<file path="config.mk">
export PLATFORM = sky130hd
export DESIGN_NAME = soc_ctrl_top
export DESIGN_NICKNAME = d
export VERILOG_FILES = /design/src/soc_pkg.sv /design/src/rst_sequencer.sv /design/src/activity_blinker.sv /design/src/devtbl_rom.sv /design/src/soc_ctrl_top.sv
export VERILOG_INCLUDE_DIRS = /design/src
export SDC_FILE = /design/constraint.sdc
export NUM_CORES = 1
export LEC_CHECK = 0
export BUFFER_PORTS_ARGS = -buffer_cell sky130_fd_sc_hd__buf_2
export CORE_ASPECT_RATIO = 0.8
export CORE_UTILIZATION = 51
export DETAILED_ROUTE_END_ITERATION = 8
export PLACE_DENSITY = 0.8
export SYNTH_ARGS = -nofsm -noshare
export SYNTH_HDL_FRONTEND = slang
export SYNTH_SLANG_ARGS = --single-unit
</file>
<file path="constraint.sdc">
create_clock -name clk200mhz_w -period 3.1 [get_ports clk200mhz_w]
set_input_delay 0.465 -clock clk200mhz_w [delete_from_list [all_inputs] [get_ports clk200mhz_w]]
set_output_delay 0.465 -clock clk200mhz_w [all_outputs]
set_load 0.005 [all_outputs]
</file>
<file path="src/soc_consts.svh">
//****************************************
// Board glue constants shared by the RTL and the testbench
// Table words are 32 bits; slot order follows soc_pkg::dev_slot_e
//****************************************
`ifndef SOC_CONSTS_SVH
`define SOC_CONSTS_SVH

// Default countdown widths, both overridable per instance
`define RST_CNTR_BITSZ      20
`define RAM_RST_CNTR_BITSZ  20

// Dimming counter for the activity LED
`define ACTIVITY_CNTR_BITSZ 1

`define GPIOCOUNT 8

// Device identifiers per slot
`define DEVTBL_ID_SDCARD     32'd4
`define DEVTBL_ID_DEVTBL     32'd7
`define DEVTBL_ID_GPIO       32'd6
`define DEVTBL_ID_DMA        32'd2
`define DEVTBL_ID_INTCTRL    32'd3
`define DEVTBL_ID_UART       32'd5
`define DEVTBL_ID_RAM        32'd1
`define DEVTBL_ID_RAMCTRL    32'd0
`define DEVTBL_ID_BOOTLDR    32'd0
`define DEVTBL_ID_INVALIDDEV 32'd0

// Map sizes in bytes, RAM is 1GB
`define DEVTBL_MAPSZ_SDCARD     32'h0000_1000
`define DEVTBL_MAPSZ_DEVTBL     32'h0000_1000
`define DEVTBL_MAPSZ_GPIO       32'h0000_1000
`define DEVTBL_MAPSZ_DMA        32'h0000_1000
`define DEVTBL_MAPSZ_INTCTRL    32'h0000_1000
`define DEVTBL_MAPSZ_UART       32'h0000_1000
`define DEVTBL_MAPSZ_RAM        32'h4000_0000
`define DEVTBL_MAPSZ_RAMCTRL    32'h0001_0000
`define DEVTBL_MAPSZ_BOOTLDR    32'h0000_1000
`define DEVTBL_MAPSZ_INVALIDDEV 32'h0000_1000

// Interrupt use per slot
`define DEVTBL_USEINTR_SDCARD     1'b1
`define DEVTBL_USEINTR_DEVTBL     1'b0
`define DEVTBL_USEINTR_GPIO       1'b1
`define DEVTBL_USEINTR_DMA        1'b1
`define DEVTBL_USEINTR_INTCTRL    1'b0
`define DEVTBL_USEINTR_UART       1'b1
`define DEVTBL_USEINTR_RAM        1'b0
`define DEVTBL_USEINTR_RAMCTRL    1'b0
`define DEVTBL_USEINTR_BOOTLDR    1'b0
`define DEVTBL_USEINTR_INVALIDDEV 1'b0

`endif

</file>
<file path="src/soc_pkg.sv">
//****************************************
// Types shared across the board glue logic
// Slot indices above SLOT_INVALIDDEV may still appear on a port
//****************************************
package soc_pkg;

	// Software reset request, bit 1 is rst1 and bit 0 is rst0
	typedef enum logic [1:0] {
		SWRST_NONE   = 2'b00,
		SWRST_PWROFF = 2'b01,
		SWRST_WARM   = 2'b10,
		SWRST_COLD   = 2'b11
	} swrst_e;

	// Peripheral slot index in the device table
	typedef enum logic [3:0] {
		SLOT_SDCARD     = 4'd0,
		SLOT_DEVTBL     = 4'd1,
		SLOT_GPIO       = 4'd2,
		SLOT_DMA        = 4'd3,
		SLOT_INTCTRL    = 4'd4,
		SLOT_UART       = 4'd5,
		SLOT_RAM        = 4'd6,
		SLOT_RAMCTRL    = 4'd7,
		SLOT_BOOTLDR    = 4'd8,
		// Default slot that catches accesses outside the map
		SLOT_INVALIDDEV = 4'd9
	} dev_slot_e;

endpackage

</file>
<file path="src/rst_sequencer.sv">
//****************************************
// System reset stays high for 2^rst_cntr_bits-1 edges after release
// RAM reset runs once per external reset and needs a locked PLL
// Power-off holds system reset until rst_p without the power-off code
//****************************************
`include "soc_consts.svh"

module rst_sequencer #(
	parameter int rst_cntr_bits     = `RST_CNTR_BITSZ,
	parameter int ram_rst_cntr_bits = `RAM_RST_CNTR_BITSZ
) (
	input  logic            clk200mhz_w,
	input  logic            rst_p,
	input  logic            pll_locked_i,
	input  soc_pkg::swrst_e swrst_i,
	input  logic            cpu_rst_req_i,
	output logic            sys_rst_o,
	output logic            ram_rst_o,
	output logic            gsr_o
);

	import soc_pkg::*;

	logic                           sw_pwroff_w;
	logic                           sw_warm_w;
	logic                           sw_cold_w;
	logic                           sys_reload_w;
	logic [rst_cntr_bits-1:0]       rst_cntr_q;
	logic [ram_rst_cntr_bits-1:0]   ram_rst_cntr_q;
	logic                           pwroff_q;

	// Software reset code decode
	assign sw_pwroff_w = (swrst_i == SWRST_PWROFF);
	assign sw_warm_w   = (swrst_i == SWRST_WARM);
	assign sw_cold_w   = (swrst_i == SWRST_COLD);

	// Any of these restarts the system countdown from the top
	assign sys_reload_w = rst_p || cpu_rst_req_i || sw_warm_w;

	always_ff @(posedge clk200mhz_w) begin
		if (sys_reload_w) begin
			rst_cntr_q <= '1;
		end else if (rst_cntr_q != '0) begin
			rst_cntr_q <= rst_cntr_q - 1'b1;
		end
	end

	// Power-off latch, a pending request wins over the clear
	always_ff @(posedge clk200mhz_w) begin
		if (sw_pwroff_w) begin
			pwroff_q <= 1'b1;
		end else if (rst_p) begin
			pwroff_q <= 1'b0;
		end
	end

	// RAM reset timer
	// Only the external reset restarts it, so the RAM contents
	// survive warm and CPU requested resets
	always_ff @(posedge clk200mhz_w) begin
		if (rst_p) begin
			ram_rst_cntr_q <= '1;
		end else if (pll_locked_i && (ram_rst_cntr_q != '0)) begin
			ram_rst_cntr_q <= ram_rst_cntr_q - 1'b1;
		end
	end

	assign sys_rst_o = (rst_cntr_q != '0) || !pll_locked_i || pwroff_q;
	assign ram_rst_o = (ram_rst_cntr_q != '0);

	// Global set/reset request follows the cold code directly
	assign gsr_o = sw_cold_w;

endmodule

</file>
<file path="src/activity_blinker.sv">
//****************************************
// LED pulse is one cycle, then held off for the dimming count
// The LED is ORed onto GPIO line 0 only
//****************************************
`include "soc_consts.svh"

module activity_blinker (
	input  logic                  clk200mhz_w,
	input  logic                  rst_p,
	input  logic                  sd_di_i,
	input  logic                  sd_do_i,
	input  logic                  dram_init_err_i,
	input  logic [`GPIOCOUNT-1:0] gpio_i,
	output logic [`GPIOCOUNT-1:0] gp_o
);

	logic                            trig_w;
	logic                            led_q;
	logic [`ACTIVITY_CNTR_BITSZ-1:0] dim_cntr_q;

	// SD lines idle high, any low counts as traffic
	assign trig_w = !(sd_di_i && sd_do_i) || dram_init_err_i;

	always_ff @(posedge clk200mhz_w) begin
		if (rst_p) begin
			led_q      <= 1'b0;
			dim_cntr_q <= '0;
		end else if (dim_cntr_q != '0) begin
			// Off phase lowers the average brightness
			led_q      <= 1'b0;
			dim_cntr_q <= dim_cntr_q - 1'b1;
		end else if (trig_w) begin
			led_q      <= 1'b1;
			dim_cntr_q <= '1;
		end
	end

	assign gp_o = gpio_i | {{(`GPIOCOUNT-1){1'b0}}, led_q};

endmodule

</file>
<file path="src/devtbl_rom.sv">
//****************************************
// One read per strobe, result valid on the following edge
// Reads during system reset are dropped without a valid pulse
//****************************************
`include "soc_consts.svh"

module devtbl_rom (
	input  logic               clk200mhz_w,
	input  logic               rst_p,
	input  logic               sys_rst_i,
	input  logic               rd_i,
	input  soc_pkg::dev_slot_e slot_i,
	output logic               vld_o,
	output logic [31:0]        id_o,
	output logic               useintr_o,
	output logic [31:0]        mapsz_o
);

	import soc_pkg::*;

	logic        rd_ok_w;
	logic [31:0] sel_id_w;
	logic        sel_useintr_w;
	logic [31:0] sel_mapsz_w;

	assign rd_ok_w = rd_i && !sys_rst_i && !rst_p;

	// Table lookup, unlisted indices land on the invalid device
	always_comb begin
		case (slot_i)
			SLOT_SDCARD: begin
				sel_id_w      = `DEVTBL_ID_SDCARD;
				sel_useintr_w = `DEVTBL_USEINTR_SDCARD;
				sel_mapsz_w   = `DEVTBL_MAPSZ_SDCARD;
			end
			SLOT_DEVTBL: begin
				sel_id_w      = `DEVTBL_ID_DEVTBL;
				sel_useintr_w = `DEVTBL_USEINTR_DEVTBL;
				sel_mapsz_w   = `DEVTBL_MAPSZ_DEVTBL;
			end
			SLOT_GPIO: begin
				sel_id_w      = `DEVTBL_ID_GPIO;
				sel_useintr_w = `DEVTBL_USEINTR_GPIO;
				sel_mapsz_w   = `DEVTBL_MAPSZ_GPIO;
			end
			SLOT_DMA: begin
				sel_id_w      = `DEVTBL_ID_DMA;
				sel_useintr_w = `DEVTBL_USEINTR_DMA;
				sel_mapsz_w   = `DEVTBL_MAPSZ_DMA;
			end
			SLOT_INTCTRL: begin
				sel_id_w      = `DEVTBL_ID_INTCTRL;
				sel_useintr_w = `DEVTBL_USEINTR_INTCTRL;
				sel_mapsz_w   = `DEVTBL_MAPSZ_INTCTRL;
			end
			SLOT_UART: begin
				sel_id_w      = `DEVTBL_ID_UART;
				sel_useintr_w = `DEVTBL_USEINTR_UART;
				sel_mapsz_w   = `DEVTBL_MAPSZ_UART;
			end
			SLOT_RAM: begin
				sel_id_w      = `DEVTBL_ID_RAM;
				sel_useintr_w = `DEVTBL_USEINTR_RAM;
				sel_mapsz_w   = `DEVTBL_MAPSZ_RAM;
			end
			SLOT_RAMCTRL: begin
				sel_id_w      = `DEVTBL_ID_RAMCTRL;
				sel_useintr_w = `DEVTBL_USEINTR_RAMCTRL;
				sel_mapsz_w   = `DEVTBL_MAPSZ_RAMCTRL;
			end
			SLOT_BOOTLDR: begin
				sel_id_w      = `DEVTBL_ID_BOOTLDR;
				sel_useintr_w = `DEVTBL_USEINTR_BOOTLDR;
				sel_mapsz_w   = `DEVTBL_MAPSZ_BOOTLDR;
			end
			default: begin
				sel_id_w      = `DEVTBL_ID_INVALIDDEV;
				sel_useintr_w = `DEVTBL_USEINTR_INVALIDDEV;
				sel_mapsz_w   = `DEVTBL_MAPSZ_INVALIDDEV;
			end
		endcase
	end

	always_ff @(posedge clk200mhz_w) begin
		if (rst_p || sys_rst_i) begin
			vld_o <= 1'b0;
		end else begin
			vld_o <= rd_i;
		end
	end

	// Entry stays on the outputs until the next accepted read
	always_ff @(posedge clk200mhz_w) begin
		if (rd_ok_w) begin
			id_o      <= sel_id_w;
			useintr_o <= sel_useintr_w;
			mapsz_o   <= sel_mapsz_w;
		end
	end

endmodule

</file>
<file path="src/soc_ctrl_top.sv">
//****************************************
// Single clock domain, the PLL is reduced to pll_locked_i
// Device table is held off while sys_rst_o is high
//****************************************
`include "soc_consts.svh"

module soc_ctrl_top #(
	parameter int rst_cntr_bits     = `RST_CNTR_BITSZ,
	parameter int ram_rst_cntr_bits = `RAM_RST_CNTR_BITSZ
) (
	input  logic                  clk200mhz_w,
	input  logic                  rst_p,
	input  logic                  pll_locked_i,
	input  soc_pkg::swrst_e       swrst_i,
	input  logic                  cpu_rst_req_i,
	input  logic                  sd_di_i,
	input  logic                  sd_do_i,
	input  logic                  dram_init_err_i,
	input  logic [`GPIOCOUNT-1:0] gpio_i,
	input  logic                  devtbl_rd_i,
	input  soc_pkg::dev_slot_e    devtbl_slot_i,
	output logic                  sys_rst_o,
	output logic                  ram_rst_o,
	output logic                  gsr_o,
	output logic [`GPIOCOUNT-1:0] gp_o,
	output logic                  devtbl_vld_o,
	output logic [31:0]           devtbl_id_o,
	output logic                  devtbl_useintr_o,
	output logic [31:0]           devtbl_mapsz_o
);

	logic sys_rst_w;

	rst_sequencer #(
		.rst_cntr_bits     (rst_cntr_bits),
		.ram_rst_cntr_bits (ram_rst_cntr_bits)
	) u_rst (
		.clk200mhz_w   (clk200mhz_w),
		.rst_p         (rst_p),
		.pll_locked_i  (pll_locked_i),
		.swrst_i       (swrst_i),
		.cpu_rst_req_i (cpu_rst_req_i),
		.sys_rst_o     (sys_rst_w),
		.ram_rst_o     (ram_rst_o),
		.gsr_o         (gsr_o)
	);

	assign sys_rst_o = sys_rst_w;

	activity_blinker u_act (
		.clk200mhz_w     (clk200mhz_w),
		.rst_p           (rst_p),
		.sd_di_i         (sd_di_i),
		.sd_do_i         (sd_do_i),
		.dram_init_err_i (dram_init_err_i),
		.gpio_i          (gpio_i),
		.gp_o            (gp_o)
	);

	// Table reads are only served once the system is out of reset
	devtbl_rom u_devtbl (
		.clk200mhz_w (clk200mhz_w),
		.rst_p       (rst_p),
		.sys_rst_i   (sys_rst_w),
		.rd_i        (devtbl_rd_i),
		.slot_i      (devtbl_slot_i),
		.vld_o       (devtbl_vld_o),
		.id_o        (devtbl_id_o),
		.useintr_o   (devtbl_useintr_o),
		.mapsz_o     (devtbl_mapsz_o)
	);

endmodule

</file>
# After elaboration in Yosys (flattened, before gate mapping)

Memory sizes are Yosys's and may differ from the RTL's. A register that Yosys moved wholly into a read port is not among the register bits.
Cells that the tools add are included.
W data, S select, Z words.

Add/subtract/negate cells: 3
Multipliers: 0
Divide/modulo/power cells: 0
Magnitude comparators: 0
Equal/unequal tests: 3
Shift operators: 0
Muxes and demuxes: 2
Bitwise operators: 1
Reduce and logical (&&, ||, !) cells: 17

Operator list:

| cell                    | count |
|---|---|
| $reduce_bool A20 Y1     | 2 |
| $sub A20 B1 Y20 const B | 2 |
| $or A8 B1 Y8            | 1 |
| $logic_or A1 B1 Y1      | 6 |
| $eq A2 B2 Y1 const B    | 2 |
| $logic_and A1 B1 Y1     | 4 |
| $logic_not A1 Y1        | 4 |
| $eq A2 B1 Y1 const B    | 1 |
| $mux W1                 | 2 |
| $reduce_or A2 Y1        | 1 |
| $sub A1 B1 Y1 const B   | 1 |

Bits in registers: 108
Latch bits: 0
Memory bits (writable): 0
Bits in read-only memories: 112
Input port bits: 22
Output and inout port bits: 77
Logic and storage cells: 35
Memories kept: 1

Memory list:

| name             | words | width | read ports | clocked after Yosys merged registers in | wr ports | line             | RTL |
|---|---|---|---|---|---|---|---|
| (name not given) | 16    | 7     | 1          | 1                                       | 0        | devtbl_rom.sv:30 | `case (slot_i)` |

# Logic depth before layout (Yosys ltp)

Depth in word-level cells: 6
Mapped depth: 7
Depth with buffers taken out: 6

# Modules after synthesis

From an unflattened synthesis, not the netlist that was laid out.

Cells, all modules: 325
Area, all modules: 2,954.1 µm²

By module, submodules not included:

| module           | instances | cells an instance | area each (µm²) | sequential area each (µm²) |
|---|---|---|---|---|
| rst_sequencer    | 1         | 229               | 2,059.5         | 820.8 |
| devtbl_rom       | 1         | 82                | 770.7           | 230.2 |
| activity_blinker | 1         | 14                | 123.9           | 40.0 |

# Worst setup path after synthesis

No wires, ideal clock.

Kind: flip-flop to flip-flop
From: register u_rst.rst_cntr_q[2]
To: register u_devtbl.id_o[0] (enable)
Library setup time: 0.382 ns
Data arrival time: 2.125 ns
Required time: 2.718 ns
Slack: 0.593 ns
Stages on the path, launching flop included: 5
Buffers on the path: 0
Clock period less this slack: 2.507 ns
Path through: dfxtp_1 > or4_1 > nor2_1 > nand4b_1 > nor3b_1

Word-level cells in the longest chain between the ends: 6

RTL lines:

| item                             | line                | RTL |
|---|---|---|
| from (decl)                      | rst_sequencer.sv:28 | `logic [rst_cntr_bits-1:0] rst_cntr_q;` |
| from (signal assigned)           | rst_sequencer.sv:44 | `rst_cntr_q <= rst_cntr_q - 1'b1;` |
| $reduce_bool A20 Y1              | rst_sequencer.sv:68 | `assign sys_rst_o = (rst_cntr_q != '0) \|\| !pll_locked_i \|\| pwroff_q;` |
| $logic_or A1 B1 Y1 (2 in a row)  | rst_sequencer.sv:68 |  |
| named net sys_rst_o              | soc_ctrl_top.sv:22  | `output logic sys_rst_o,` |
| $logic_not A1 Y1                 | devtbl_rom.sv:26    | `assign rd_ok_w = rd_i && !sys_rst_i && !rst_p;` |
| $logic_and A1 B1 Y1 (2 in a row) | devtbl_rom.sv:26    |  |
| named net u_devtbl.rd_ok_w       | devtbl_rom.sv:21    | `logic rd_ok_w;` |
| to (decl)                        | devtbl_rom.sv:14    | `output logic [31:0] id_o,` |

The timed path passes the listed nets, and every way through them passes these cells.
A chain may end at the register's enable or synchronous reset.

# Final worst setup path

From: register u_rst.rst_cntr_q[2]
To: output port sys_rst_o

Word-level cells in the longest chain between the ends: 3

RTL lines:

| item                            | line |
|---|---|
| $reduce_bool A20 Y1             | rst_sequencer.sv:68 |
| $logic_or A1 B1 Y1 (2 in a row) | rst_sequencer.sv:68 |
| to (decl)                       | soc_ctrl_top.sv:22 |

No other way between the ends.

==> results_dict.tcl <==
set metrics [dict create \
    outcome "complete, no violations" \
    synthArstFlopShare 0 \
    drv_cap 0 \
    ys_types 55 \
    worst-path-max-fanout 8 \
    io_buffers 26 \
    cp_data_arrival_time_ns 2.21 \
    fin_util 0.5340 \
    fmax_ghz 0.3740 \
    hold_class "in2reg" \
    power_leakage_nw 1.200 \
    slowest_stage "or4_1" \
    syn_inst 361 \
    drc 0 \
    root_buffer "clkbuf_8" \
    period_needed_ns 2.674 \
    regArea_um2 1091 \
    worstPathCellList "or4_1 -> nor2_1 -> nand4b_1 -> buf_2" \
    dpl.hpwl_um 4104 \
    via_per_inst 5.390 \
    cts.htree.levels 2 \
    gp_congestion 0.8268 \
    slew_violations 0 \
    holdWs_ns 0.3929 \
    postCtsSetupBuffers 0 \
    synth.ff_latch_count 51 \
    setup_tns_ns 0 \
    hold_viol_final 0 \
    layout_commonest_cell "conb_1" \
    multi_input_area_um2 1647 \
    synth-seq-area-share 0.3499 \
    slew_headroom 0.4881 \
    vias 2474 \
    firstDrtPassIters 4 \
    setup_violations 0 \
    yosysTopAreaCell "dfxtp_1" \
    post_dp_cell_area_um2 3040 \
    cp-end-kind "output pin" \
    core.rowCount 25 \
    drive_above_1_share 0.1190 \
    ir_drop_uv 193.2 \
    rsz0062_at_grt "no" \
    antenna_found_initial 0 \
    worst_slack_ns 0.4262 \
    dp_slack_ns 0.7197 \
    syn_to_final_growth_pct 1.244 \
    crit_cells 4 \
    most-common-layout-cells "conb_1 (58), dfxtp_1 (44), nor2_1 (34)" \
    grt_pass1_vias 2072 \
    hold_buffers 0 \
    synth_edf_count 7 \
    yosysWarnings 0 \
    nets 403 \
    netlist_area_um2 3118 \
    fillers 541 \
    dieWidth_um 89.42 \
    grt-ovfl-total 0 \
    path_clk_slew_ns 0.10 \
    diodes 0 \
    start_kind "flop" \
    cts_tree "yes" \
    dieArea_um2 6432 \
    initial_utilization 0.5274 \
    clockBufferDepth 2 \
    drt.antenna.violating_nets 0 \
    synth-main-ff-cell "dfxtp_1" \
    postSynthAreaPerCell_um2 8.637 \
    drtIter0Drc 90 \
    synth_top_area_share 0.2825 \
    path_delay_family "simple AND/OR/NAND/NOR gates" \
    drt-wirelength-per-cell_um 12.34 \
    crit_required_ns 2.63 \
    tightest_slew_ns 0.7627 \
    design_area_um2 3157 \
    die_h_um 71.94 \
    routed_wl_um 5665 \
    fin_crit_sh 0.8625 \
    cts_buffers 5 \
    hold_path_depth 2 \
    grt_pass1_wl_um 8873 \
    grt_max_degree 37 \
    power.density_nw_per_um2 393.1 \
    path_buf_inv 1 \
    finalClockSkew_ns 0.007976 \
    synth.area.top_cells "dfxtp_1 (28%), buf_4 (16%), edfxtp_1 (6.7%), mux2i_1 (4.5%), nor2_1 (4.1%)" \
    critPathKind "reg2out" \
    cp_slowest_stage_delay_ns 0.63 \
    grt_usage 0.1751 \
    clk_latency_ns 0.31 \
    cts.sinks 51 \
    worst-r2r-cell-count 5 \
    ctsResizeCount 0 \
    io_pins 99 \
    coreArea_um2 5912 \
]
sequential cells by signal, indices dropped and copies added (netlist names):
| register | flops |
|---|---|
| u_act.dim_cntr_q | 1 |
| u_act.led_q | 1 |
| u_devtbl.id_o | 3 |
| u_devtbl.mapsz_o | 3 |
| u_devtbl.useintr_o | 1 |
| u_devtbl.vld_o | 1 |
| u_rst.pwroff_q | 1 |
| u_rst.ram_rst_cntr_q | 20 |
| u_rst.rst_cntr_q | 20 |
path summary, 6_finish.rpt:
check	to	startpoint	slack, ns
setup / recovery	sys_rst_o	u_rst.rst_cntr_q[2]$_SDFFE_PP1P_	0.43
hold / removal	u_rst.pwroff_q$_SDFFE_PN1P_	swrst_i[0]	0.39
setup reg to reg	u_devtbl.mapsz_o[30]$_SDFFCE_PP0P_	u_rst.rst_cntr_q[2]$_SDFFE_PP1P_	0.67
hold reg to reg	u_act.led_q$_SDFFE_PP0N_	u_act.dim_cntr_q$_SDFF_PP0_	0.42
cell usage after synthesis (all sizes together), types with 2 or more instances:
| cell type | number |
|---|---|
| a2111o | 3 |
| a2111oi | 2 |
| a211o | 2 |
| a211oi | 5 |
| a21boi | 4 |
| a21oi | 6 |
| a31oi | 3 |
| and2 | 3 |
| and3 | 4 |
| and4 | 5 |
| buf | 69 |
| clkbuf | 8 |
| dfxtp | 44 |
| edfxtp | 7 |
| ha | 4 |
| inv | 13 |
| mux2i | 14 |
| nand2 | 10 |
| nand2b | 2 |
| nand3 | 13 |
| nand4 | 4 |
| nor2 | 34 |
| nor2b | 10 |
| nor3 | 19 |
| nor3b | 4 |
| nor4 | 10 |
| nor4b | 4 |
| o211ai | 4 |
| o21ai | 11 |
| o31ai | 5 |
| or2 | 4 |
| or3 | 7 |
| or4 | 10 |
metrics by stage:
stage | power (mW) | std cells
after floorplan | 0.8113 | 418
after global placement | 0.7742 | 451
after detailed placement | 0.7775 | 451
after CTS | 1.250 | 459
after global routing | 1.292 | 459
final | 1.241 | 459
metal layers:
metal | track usage | share of wire | up-vias
li1 | - | - | 1215
met1 | 0.2184 | 0.46 | 1176
met2 | 0.2960 | 0.49 | 76
met3 | 0.03754 | 0.044 | 7
met4 | 0.06702 | 0.0095 | 0
met5 | 0 | 0 | -
power breakdown:
part | internal (mW) | switching (mW) | total [mW]
registers | 0.676 | 0.00576 | 0.682
clock network | 0.245 | 0.233 | 0.478
logic | 0.0262 | 0.0551 | 0.0813
total | 0.947 | 0.294 | 1.24
area by class of cell:
type | instances | share of cell area
Clock buffer | 5 | 0.02180
Clock inverter | 3 | 0.01506
Inverter | 13 | 0.01546
Multi-Input combinational cell | 277 | 0.5216
Sequential cell | 51 | 0.3456
Tap cell | 81 | 0.03210
Timing Repair Buffer | 29 | 0.04835
cell families after synthesis:
family | count (synthesis) | share of synthesized area
xor gates and xnor gates | 2 | 0.005619
adders and majority gates | 4 | 0.01605
DFF | 51 | 0.3499
and+or+nand+nor | 146 | 0.2685
other | 1 | 0.001203
buffers and inverters | 90 | 0.1906
AOI/OAI and AO/OA | 53 | 0.1232
muxes | 14 | 0.04494
worst reg2reg max path, stage by stage (launching register included):
cell,delay [ns]
dfxtp_1,0.38
or4_1,0.63
nor2_1,0.49
nand4b_1,0.23
nor3b_1,0.24
buf_4,0.19
(Power assumes the default switching activity.)
